==> src/include/fm_eg_params.svh <==
`ifndef FM_EG_PARAMS_SVH
`define FM_EG_PARAMS_SVH

// slot multiplex.
`define EG_SLOTS 4
`define EG_SLOT_W 2

// attenuation level where 0 is loudest.
`define EG_LEVEL_W 10
`define EG_LEVEL_MAX 10'h3FF

// global envelope counter and its round divider.
`define EG_CNT_W 12
`define EG_ROUND_DIV 3

// register bus.
`define APB_ADDR_W 5
`define APB_DATA_W 8

`endif

==> src/logic/fm_eg_env_pkg.sv <==
package fm_eg_env_pkg;

`include "fm_eg_params.svh"

	typedef logic [`EG_LEVEL_W-1:0] level_t;
	typedef logic [5:0] eff_rate_t; // 0 to 63.
	typedef logic [4:0] inc_t;
	typedef logic [`EG_SLOT_W-1:0] slot_t;
	typedef logic [`EG_CNT_W-1:0] eg_cnt_t;

	typedef enum logic [1:0]
	{
		PH_ATTACK = 2'd0,
		PH_DECAY = 2'd1,
		PH_SUSTAIN = 2'd2,
		PH_RELEASE = 2'd3
	} eg_phase_e;

endpackage

==> src/logic/fm_eg_reg_pkg.sv <==
package fm_eg_reg_pkg;

`include "fm_eg_params.svh"

	typedef logic [4:0] rate_t; // ar, dr, sr.
	typedef logic [3:0] rr_t;
	typedef logic [3:0] sl_t;
	typedef logic [6:0] tl_t;
	typedef logic [1:0] ks_t;
	typedef logic [4:0] kcode_t;

	// low address bits below the slot field.
	typedef enum logic [`APB_ADDR_W-`EG_SLOT_W-1:0]
	{
		REG_AR = 3'd0,
		REG_DR = 3'd1,
		REG_SR = 3'd2,
		REG_RR_SL = 3'd3,
		REG_TL = 3'd4,
		REG_KS_KC = 3'd5,
		REG_KEY = 3'd6
	} reg_idx_e;

endpackage

==> src/logic/fm_eg_apb_regs.sv <==
`timescale 1ns/1ps

`include "fm_eg_params.svh"

module fm_eg_apb_regs
	(
	input logic mclk_i,
	input logic rst_n_i,
	input logic psel_i,
	input logic penable_i,
	input logic pwrite_i,
	input logic [`APB_ADDR_W-1:0] paddr_i,
	input logic [`APB_DATA_W-1:0] pwdata_i,
	output logic [`APB_DATA_W-1:0] prdata_o,
	output logic pready_o,
	output logic pslverr_o,
	input fm_eg_env_pkg::slot_t slot_i,
	output fm_eg_reg_pkg::rate_t ar_o,
	output fm_eg_reg_pkg::rate_t dr_o,
	output fm_eg_reg_pkg::rate_t sr_o,
	output fm_eg_reg_pkg::rr_t rr_o,
	output fm_eg_reg_pkg::sl_t sl_o,
	output fm_eg_reg_pkg::tl_t tl_o,
	output fm_eg_reg_pkg::ks_t ks_o,
	output fm_eg_reg_pkg::kcode_t kcode_o,
	output logic key_o
	);

	import fm_eg_reg_pkg::*;
	import fm_eg_env_pkg::*;

	rate_t ar_q [`EG_SLOTS];
	rate_t dr_q [`EG_SLOTS];
	rate_t sr_q [`EG_SLOTS];
	rr_t rr_q [`EG_SLOTS];
	sl_t sl_q [`EG_SLOTS];
	tl_t tl_q [`EG_SLOTS];
	ks_t ks_q [`EG_SLOTS];
	kcode_t kcode_q [`EG_SLOTS];
	logic key_q [`EG_SLOTS];

	logic access;
	logic bad_idx;
	slot_t bus_slot;
	reg_idx_e bus_idx;

	assign access = psel_i & penable_i;
	assign bus_slot = paddr_i[4:3];
	assign bus_idx = reg_idx_e'(paddr_i[2:0]);
	assign bad_idx = (paddr_i[2:0] == 3'd7);

	assign pready_o = access; // no wait states.
	assign pslverr_o = access & bad_idx;

	always_ff @(posedge mclk_i or negedge rst_n_i)
	begin
		if (!rst_n_i)
		begin
			for (int i = 0; i < `EG_SLOTS; i++)
			begin
				ar_q[i] <= '0;
				dr_q[i] <= '0;
				sr_q[i] <= '0;
				rr_q[i] <= '0;
				sl_q[i] <= '0;
				tl_q[i] <= '0;
				ks_q[i] <= '0;
				kcode_q[i] <= '0;
				key_q[i] <= 1'b0;
			end
		end
		else if (access & pwrite_i)
		begin
			case (bus_idx)
				REG_AR: ar_q[bus_slot] <= pwdata_i[4:0];
				REG_DR: dr_q[bus_slot] <= pwdata_i[4:0];
				REG_SR: sr_q[bus_slot] <= pwdata_i[4:0];
				REG_RR_SL:
				begin
					rr_q[bus_slot] <= pwdata_i[3:0];
					sl_q[bus_slot] <= pwdata_i[7:4];
				end
				REG_TL: tl_q[bus_slot] <= pwdata_i[6:0];
				REG_KS_KC:
				begin
					kcode_q[bus_slot] <= pwdata_i[4:0];
					ks_q[bus_slot] <= pwdata_i[6:5];
				end
				REG_KEY: key_q[bus_slot] <= pwdata_i[0];
				default: ; // index 7 writes nothing.
			endcase
		end
	end

	always_comb
	begin
		prdata_o = '0;
		case (bus_idx)
			REG_AR: prdata_o = {3'b000, ar_q[bus_slot]};
			REG_DR: prdata_o = {3'b000, dr_q[bus_slot]};
			REG_SR: prdata_o = {3'b000, sr_q[bus_slot]};
			REG_RR_SL: prdata_o = {sl_q[bus_slot], rr_q[bus_slot]};
			REG_TL: prdata_o = {1'b0, tl_q[bus_slot]};
			REG_KS_KC: prdata_o = {1'b0, ks_q[bus_slot], kcode_q[bus_slot]};
			REG_KEY: prdata_o = {7'b0000000, key_q[bus_slot]};
			default: prdata_o = '0;
		endcase
	end

	// settings of the slot being served.
	assign ar_o = ar_q[slot_i];
	assign dr_o = dr_q[slot_i];
	assign sr_o = sr_q[slot_i];
	assign rr_o = rr_q[slot_i];
	assign sl_o = sl_q[slot_i];
	assign tl_o = tl_q[slot_i];
	assign ks_o = ks_q[slot_i];
	assign kcode_o = kcode_q[slot_i];
	assign key_o = key_q[slot_i];

endmodule

==> src/logic/fm_eg_attenuation.sv <==
`timescale 1ns/1ps

`include "fm_eg_params.svh"

module fm_eg_attenuation
	(
	input logic mclk_i,
	input logic rst_n_i,
	input fm_eg_env_pkg::slot_t slot_i,
	input fm_eg_env_pkg::level_t level_i,
	input fm_eg_reg_pkg::tl_t tl_i,
	output fm_eg_env_pkg::level_t eg_level_o,
	output fm_eg_env_pkg::slot_t eg_slot_o
	);

	import fm_eg_env_pkg::*;

	logic [10:0] tl_sum;
	level_t level_sat;

	assign tl_sum = {1'b0, level_i} + {1'b0, tl_i, 3'b000}; // tl in steps of 8.
	assign level_sat = tl_sum[10] ? `EG_LEVEL_MAX : tl_sum[9:0];

	always_ff @(posedge mclk_i or negedge rst_n_i)
	begin
		if (!rst_n_i)
		begin
			eg_level_o <= `EG_LEVEL_MAX;
			eg_slot_o <= '0;
		end
		else
		begin
			eg_level_o <= level_sat;
			eg_slot_o <= slot_i;
		end
	end

endmodule

==> src/logic/fm_eg_phase.sv <==
`timescale 1ns/1ps

`include "fm_eg_params.svh"

module fm_eg_phase
	(
	input logic mclk_i,
	input logic rst_n_i,
	input fm_eg_env_pkg::slot_t slot_i,
	input logic tick_i,
	input logic key_i,
	input fm_eg_reg_pkg::sl_t sl_i,
	input logic step_i,
	input fm_eg_env_pkg::inc_t inc_i,
	input logic instant_i,
	output fm_eg_env_pkg::eg_phase_e phase_o,
	output fm_eg_env_pkg::level_t level_o
	);

	import fm_eg_env_pkg::*;

	eg_phase_e phase_q [`EG_SLOTS];
	level_t level_q [`EG_SLOTS];
	logic key_q [`EG_SLOTS];

	eg_phase_e phase_cur;
	eg_phase_e phase_edge;
	eg_phase_e phase_nxt;
	level_t level_cur;
	level_t level_nxt;
	logic key_rise;
	logic key_fall;
	logic [10:0] att_dec;
	logic [10:0] lin_sum;

	assign phase_cur = phase_q[slot_i];
	assign level_cur = level_q[slot_i];
	assign key_rise = key_i & ~key_q[slot_i];
	assign key_fall = ~key_i & key_q[slot_i];

	// key edges pick the phase that the rate block sees.
	assign phase_edge = key_rise ? PH_ATTACK : (key_fall ? PH_RELEASE : phase_cur);
	assign phase_o = phase_edge;

	assign att_dec = ({5'b00000, level_cur[9:4]} + 11'd1) * inc_i; // exponential attack.
	assign lin_sum = {1'b0, level_cur} + inc_i;

	always_comb
	begin
		level_nxt = level_cur;
		if (key_rise)
		begin
			if (instant_i)
				level_nxt = '0;
		end
		else if (!key_fall && step_i)
		begin
			if (phase_cur == PH_ATTACK)
				level_nxt = (att_dec >= {1'b0, level_cur}) ? '0 : level_cur - att_dec[9:0];
			else
				level_nxt = lin_sum[10] ? `EG_LEVEL_MAX : lin_sum[9:0];
		end

		phase_nxt = phase_edge;
		case (phase_edge)
			PH_ATTACK:
				if (level_nxt == '0)
					phase_nxt = PH_DECAY;
			PH_DECAY:
				if (level_nxt >= {1'b0, sl_i, 5'b00000})
					phase_nxt = PH_SUSTAIN;
			default: ;
		endcase
	end

	always_ff @(posedge mclk_i or negedge rst_n_i)
	begin
		if (!rst_n_i)
		begin
			for (int i = 0; i < `EG_SLOTS; i++)
			begin
				phase_q[i] <= PH_RELEASE;
				level_q[i] <= `EG_LEVEL_MAX;
				key_q[i] <= 1'b0;
			end
		end
		else if (tick_i)
		begin
			phase_q[slot_i] <= phase_nxt;
			level_q[slot_i] <= level_nxt;
			key_q[slot_i] <= key_i;
		end
	end

	assign level_o = tick_i ? level_nxt : level_cur;

endmodule

==> src/logic/fm_eg_rate.sv <==
`timescale 1ns/1ps

module fm_eg_rate
	(
	input fm_eg_env_pkg::eg_phase_e phase_i,
	input fm_eg_reg_pkg::rate_t ar_i,
	input fm_eg_reg_pkg::rate_t dr_i,
	input fm_eg_reg_pkg::rate_t sr_i,
	input fm_eg_reg_pkg::rr_t rr_i,
	input fm_eg_reg_pkg::ks_t ks_i,
	input fm_eg_reg_pkg::kcode_t kcode_i,
	input fm_eg_env_pkg::eg_cnt_t eg_cnt_i,
	output logic step_o,
	output fm_eg_env_pkg::inc_t inc_o,
	output logic instant_o
	);

	import fm_eg_reg_pkg::*;
	import fm_eg_env_pkg::*;

	rate_t base;
	kcode_t ks_add;
	logic [6:0] rate_sum;
	eff_rate_t eff;
	logic fast;
	logic [3:0] shift;
	eg_cnt_t cnt_mask;

	always_comb
	begin
		case (phase_i)
			PH_ATTACK: base = ar_i;
			PH_DECAY: base = dr_i;
			PH_SUSTAIN: base = sr_i;
			default: base = {rr_i, 1'b1}; // release runs at rr*2+1.
		endcase
	end

	assign ks_add = kcode_i >> (2'd3 - ks_i);
	assign rate_sum = {1'b0, base, 1'b0} + {2'b00, ks_add};
	assign eff = (base == '0) ? '0 : (rate_sum[6] ? 6'd63 : rate_sum[5:0]);

	// rates 48 and up step every tick with a larger increment.
	assign fast = (eff[5:4] == 2'b11);
	assign shift = fast ? 4'd0 : 4'd11 - eff[5:2];
	assign cnt_mask = (eg_cnt_t'(1) << shift) - 1'b1;

	assign step_o = (eff != '0) && ((eg_cnt_i & cnt_mask) == '0);
	assign inc_o = fast ? inc_t'(1) << (eff[5:2] - 4'd11) : inc_t'(1);
	assign instant_o = (eff >= 6'd62);

endmodule

==> src/logic/fm_eg_timer.sv <==
`timescale 1ns/1ps

`include "fm_eg_params.svh"

module fm_eg_timer
	(
	input logic mclk_i,
	input logic rst_n_i,
	output fm_eg_env_pkg::slot_t slot_o,
	output logic tick_o,
	output fm_eg_env_pkg::eg_cnt_t eg_cnt_o
	);

	import fm_eg_env_pkg::*;

	slot_t slot_q;
	logic [1:0] round_q;
	eg_cnt_t cnt_q;

	logic slot_wrap;
	logic round_wrap;

	assign slot_wrap = (slot_q == slot_t'(`EG_SLOTS - 1));
	assign round_wrap = (round_q == 2'(`EG_ROUND_DIV - 1));

	always_ff @(posedge mclk_i or negedge rst_n_i)
	begin
		if (!rst_n_i)
		begin
			slot_q <= '0;
			round_q <= '0;
			cnt_q <= '0;
		end
		else
		begin
			slot_q <= slot_wrap ? '0 : slot_q + 1'b1;
			if (slot_wrap)
			begin
				round_q <= round_wrap ? 2'd0 : round_q + 1'b1;
				if (round_wrap)
					cnt_q <= cnt_q + 1'b1; // wraps at 4096.
			end
		end
	end

	assign slot_o = slot_q;
	assign tick_o = (round_q == 2'd0); // first round after a counter step.
	assign eg_cnt_o = cnt_q;

endmodule

==> src/logic/fm_eg_top.sv <==
`timescale 1ns/1ps

`include "fm_eg_params.svh"

module fm_eg_top
	(
	input logic mclk_i,
	input logic rst_n_i,
	input logic psel_i,
	input logic penable_i,
	input logic pwrite_i,
	input logic [`APB_ADDR_W-1:0] paddr_i,
	input logic [`APB_DATA_W-1:0] pwdata_i,
	output logic [`APB_DATA_W-1:0] prdata_o,
	output logic pready_o,
	output logic pslverr_o,
	output fm_eg_env_pkg::level_t eg_level_o,
	output fm_eg_env_pkg::slot_t eg_slot_o
	);

	fm_eg_env_pkg::slot_t slot;
	logic tick;
	fm_eg_env_pkg::eg_cnt_t eg_cnt;
	fm_eg_reg_pkg::rate_t ar;
	fm_eg_reg_pkg::rate_t dr;
	fm_eg_reg_pkg::rate_t sr;
	fm_eg_reg_pkg::rr_t rr;
	fm_eg_reg_pkg::sl_t sl;
	fm_eg_reg_pkg::tl_t tl;
	fm_eg_reg_pkg::ks_t ks;
	fm_eg_reg_pkg::kcode_t kcode;
	logic key;
	fm_eg_env_pkg::eg_phase_e phase;
	logic step;
	fm_eg_env_pkg::inc_t inc;
	logic instant;
	fm_eg_env_pkg::level_t level;

	fm_eg_timer timer_i
		(
		.mclk_i(mclk_i),
		.rst_n_i(rst_n_i),
		.slot_o(slot),
		.tick_o(tick),
		.eg_cnt_o(eg_cnt)
		);

	fm_eg_apb_regs regs_i
		(
		.mclk_i(mclk_i),
		.rst_n_i(rst_n_i),
		.psel_i(psel_i),
		.penable_i(penable_i),
		.pwrite_i(pwrite_i),
		.paddr_i(paddr_i),
		.pwdata_i(pwdata_i),
		.prdata_o(prdata_o),
		.pready_o(pready_o),
		.pslverr_o(pslverr_o),
		.slot_i(slot),
		.ar_o(ar),
		.dr_o(dr),
		.sr_o(sr),
		.rr_o(rr),
		.sl_o(sl),
		.tl_o(tl),
		.ks_o(ks),
		.kcode_o(kcode),
		.key_o(key)
		);

	fm_eg_rate rate_i
		(
		.phase_i(phase),
		.ar_i(ar),
		.dr_i(dr),
		.sr_i(sr),
		.rr_i(rr),
		.ks_i(ks),
		.kcode_i(kcode),
		.eg_cnt_i(eg_cnt),
		.step_o(step),
		.inc_o(inc),
		.instant_o(instant)
		);

	fm_eg_phase phase_i
		(
		.mclk_i(mclk_i),
		.rst_n_i(rst_n_i),
		.slot_i(slot),
		.tick_i(tick),
		.key_i(key),
		.sl_i(sl),
		.step_i(step),
		.inc_i(inc),
		.instant_i(instant),
		.phase_o(phase),
		.level_o(level)
		);

	fm_eg_attenuation atten_i
		(
		.mclk_i(mclk_i),
		.rst_n_i(rst_n_i),
		.slot_i(slot),
		.level_i(level),
		.tl_i(tl),
		.eg_level_o(eg_level_o),
		.eg_slot_o(eg_slot_o)
		);

endmodule

==> config.mk <==
export PLATFORM = sky130hd
export DESIGN_NAME = fm_eg_top
export DESIGN_NICKNAME = d
export VERILOG_FILES = /design/src/logic/fm_eg_env_pkg.sv /design/src/logic/fm_eg_reg_pkg.sv /design/src/logic/fm_eg_apb_regs.sv /design/src/logic/fm_eg_attenuation.sv /design/src/logic/fm_eg_phase.sv /design/src/logic/fm_eg_rate.sv /design/src/logic/fm_eg_timer.sv /design/src/logic/fm_eg_top.sv
export VERILOG_INCLUDE_DIRS = /design/src /design/src/include
export SDC_FILE = /design/constraint.sdc
export NUM_CORES = 1
export LEC_CHECK = 0
export CORE_AREA = 4 4 189 191
export CTS_CLUSTER_DIAMETER = 60
export CTS_CLUSTER_SIZE = 40
export DETAILED_ROUTE_END_ITERATION = 8
export DIE_AREA = 0 0 193 195
export DONT_BUFFER_PORTS = 1
export GPL_TIMING_DRIVEN = 0
export HOLD_SLACK_MARGIN = 0.06
export PLACE_DENSITY = 0.65
export REMOVE_ABC_BUFFERS = 1
export SETUP_SLACK_MARGIN = 0.05
export SLEW_MARGIN = 25
export SYNTH_ARGS = -nofsm -noshare
export SYNTH_HDL_FRONTEND = slang
export SYNTH_SLANG_ARGS = --single-unit
==> constraint.sdc <==
create_clock -name mclk_i -period 13.55 [get_ports mclk_i]
set_input_delay 2.71 -clock mclk_i [delete_from_list [all_inputs] [get_ports mclk_i]]
set_output_delay 2.71 -clock mclk_i [all_outputs]
set_load 0.02 [all_outputs]
==> key figures <==
Run status
  • Status: finished, final reports clean

GRT
  • Met2 Use GR: 32.6%
  • Total GRT Usage: 19.8%
  • Met1 Track Usage GR: 27.1%
  • Layer with the highest usage: met2
  • Initial antenna violation count: 2
  • Vias in the first global route: 10800
  • Largest net degree at the start of global routing: 232
  • GR Util met3: 4.40%
  • Grt ovf: 0
  • First-pass GRT wire length: 59600 um

STA
  • Final setup violation count: 0
  • Final hold violations: 0
  • Measured slew at the worst slew-check pin: 0.970 ns
  • RSZ-0062 raised after global routing: false
  • Max Fclk: 0.0805 GHz
  • Slew HR: 35.3%
  • Final period util: 91.6%
  • Fin crit period: 12.42 ns
  • Worst clock skew: 0.0269 ns
  • Pins over their slew limit: 0
  • Setup_tns: 0 ns
  • Worst hold margin: 0.479 ns

Logic synthesis
  • Post-Synth Adder-Cell Area: 8.10%
  • Number of synthesized flops with an enable pin: 0
  • Simple-gate share of the synthesized area: 10.2%
  • FF+latch count, synth: 231
  • Mux cell area share after synthesis: 26.3%
  • Synth Instances: 1327
  • Synthesized area: 15100 um2
  • Main combinational cell family by area after synthesis: multiplexers
  • Area fraction in compound gates after synthesis: 10.1%
  • Synth unique cells: 82
  • Async set-reset flop share out of synthesis: 100%
  • Xor/xnor share of the synthesized area: 2.61%
  • Share of the yosys chip area belonging to registers: 38.8%
  • Synth warn: 0
  • Syn Area/Cell: 11.4 um2
  • Top_reg_cell synth: dfrtp_1

Drt
  • Total wire length: 37200 um
  • WL/cell: 21.2 um
  • Post-DR vias/cell: 5.94
  • Routed Antenna Nets: 0
  • DRT iter0 DRCs: 698
  • DRC Markers: 0
  • 1st-pass router iterations: 5
  • Vias: 10400

Power and ir drop
  • LEAKAGE: 0.00714 uW
  • Pwr Total: 1830 uW
  • Peak supply drop: 0.119 mV
  • PD cells: 113 nW/um2

Cells and area
  • Fraction of layout instances using a drive strength above 1: 29.9%
  • Total Nets Final: 1390
  • Ant. Diodes: 0
  • Commonest non-fill, non-tap cell in the layout: dfrtp_1
  • P&R area growth vs syn: 7.78%
  • Fillers: 3066
  • Commonest non-fill, non-tap cells in the layout: 171 x dfrtp_1, 163 x mux2_2, 109 x nor2_1, 98 x nand2_1, 91 x mux4_2
  • Util after Layout: 47.6%
  • Non-filler cells in the finished layout: 1756

Floorplanning
  • Placeable Area: 34100 um2
  • Die width: 193 um
  • IO Count: 40
  • Die height: 195 um
  • # rows: 68
  • Die ar.: 37600 um2
  • Starting Density: 44.2%

Clock tree
  • Clock Sinks: 231
  • CTS tree: built
  • CTS Root Cell: clkbuf_16
  • CTS Buf Count: 21
  • Worst-skew pair later-pin latency: 0.53 ns
  • Clock-pin slew on the worst setup and hold paths: 0.09 ns
  • CTS Buffer Depth: 3
  • CTS H-Tree Depth: 1

Worst setup path
  • FF-to-FF Start: timer_i.slot_o[0]
  • Critical Path Max Stage Delay: 0.66 ns
  • Crit path DAT: 12.83 ns
  • Crit path capture type: flop
  • Worst EP required: 13.96 ns
  • Crit start category: flop
  • FF-to-FF End: atten_i.eg_level_o[1]
  • Worst Setup Path Type: flop to flop
  • Reg-to-reg slack, setup: 1.13 ns
  • R2R cell count: 45
  • Slowest-stage cell, CP: dfrtp_4
  • CP Max Fanout: 32

Hold path
  • Hold_sp: phase_i.level_q[13]
  • Min-Delay Path Depth: 2
  • Min-delay worst type: flop to flop
  • WHS Endpoint: phase_i.level_q[13]

Placement
  • Placed Cells: 1717
  • Dpl hpwl: 26000 um
  • RD Place Congestion: 0.877
  • Port bufs: 0

Flow run
  • Number of max-cap violations: 0
## synthesized netlist by cell type, types with 9 or more instances
| master | count | area (um2) |
|---|---|---|
| nor3_1 | 12 | 60.1 |
| xor2_1 | 11 | 96.3 |
| mux4_2 | 91 | 2050 |
| nand3_1 | 25 | 125 |
| o21ai_0 | 78 | 390 |
| mux2_2 | 163 | 1840 |
| dfstp_2 | 58 | 1520 |
| fa_1 | 18 | 360 |
| nand2b_1 | 14 | 87.6 |
| and3_1 | 9 | 56.3 |
| a21oi_1 | 43 | 215 |
| dfrtp_1 | 173 | 4330 |
| nor2b_1 | 13 | 81.3 |
| ha_1 | 68 | 851 |
| inv_1 | 79 | 297 |
| buf_1 | 10 | 37.5 |
| nand2_1 | 98 | 368 |
| nor2_1 | 111 | 417 |
| clkbuf_1 | 42 | 158 |
| xnor2_1 | 32 | 280 |
| a31oi_1 | 16 | 100 |
| o21bai_1 | 12 | 90.1 |
| a21o_1 | 17 | 128 |
| buf_2 | 11 | 55.1 |
## repair_timing
item,CTS,global route
hold buffers,0,0
setup endpoints to repair,0,14
gates resized for setup,0,4
buffers inserted,0,1
## metrics by stage
stage,setup WS [ns],cell area [um2]
after floorplan,1.18,14800
after global placement,-1.92,15400
after detailed placement,0.303,15400
after CTS,0.283,16200
after global routing,0.151,16300
final,1.13,16300
## cell type report
| type | count | area [um2] | area share [%] |
|---|---|---|---|
| Clock buffer | 22 | 529 | 3.26 |
| Multi-Input combinational cell | 949 | 8680 | 53.4 |
| Inverter | 80 | 300 | 1.85 |
| Sequential cell | 231 | 5860 | 36.1 |
| Tap cell | 455 | 569 | 3.50 |
| Timing Repair Buffer | 3 | 82.6 | 0.508 |
| Clock inverter | 16 | 233 | 1.43 |
## cell families (layout without fill, tap and decap cells)
group	count (synthesis)	after routing
AOI/OAI and AO/OA	230	230
xor gates and xnor gates	44	44
adders and majority gates	87	87
buffers and inverters	147	121
DFF	231	231
muxes	262	262
and+or+nand+nor	326	326
## worst max-delay path: cells and delay by family, from the launching register on
family,cells,cell delay [ns]
mux,1,0.47
compound gates,24,5.55
flops,1,0.66
xor+xnor,1,0.25
buf+inv,3,0.42
fa+ha+maj,8,3.01
simple gates,8,1.92
## worst max-delay path by stage
stage | start | end | slack [ns] | depth (start not counted)
after floorplan | timer_i.slot_o[0] | atten_i.eg_level_o[0] | 1.18 | 43
after detailed placement | timer_i.slot_o[0] | atten_i.eg_level_o[1] | 0.30 | 43
after global placement | timer_i.slot_o[0] | atten_i.eg_level_o[1] | -1.92 | 43
after CTS | timer_i.slot_o[0] | atten_i.eg_level_o[1] | 0.28 | 43
final | timer_i.slot_o[0] | atten_i.eg_level_o[1] | 1.13 | 45
after global routing | timer_i.slot_o[0] | atten_i.eg_level_o[1] | 0.15 | 45
## flip-flops by register name, indices dropped and copies added (netlist names), 8 cells and up
register and count:
timer_i.eg_cnt_o 11, phase_i.phase_q 8, regs_i.dr_q 20, regs_i.kcode_q 20, regs_i.rr_q 16, regs_i.ar_q 20
regs_i.tl_q 28, regs_i.sr_q 20, regs_i.sl_q 16, regs_i.ks_q 8, atten_i.eg_level_o 10, phase_i.level_q 40
## metal layers
layer | wire length (um) | part of all wire (%)
met1 | 15900 | 43
met2 | 18300 | 49
met3 | 2180 | 5.9
met4 | 848 | 2.3
met5 | 21 | 0.056
## power by group
group          switching (uW)  internal (uW)  leakage (uW)  total (uW)
clock                     317            332      0.000371         648
combinational             220            174       0.00382         393
sequential               38.3            750       0.00295         789
total                     574           1260       0.00714        1830
Note: power is estimated with default switching activity, not from simulation.
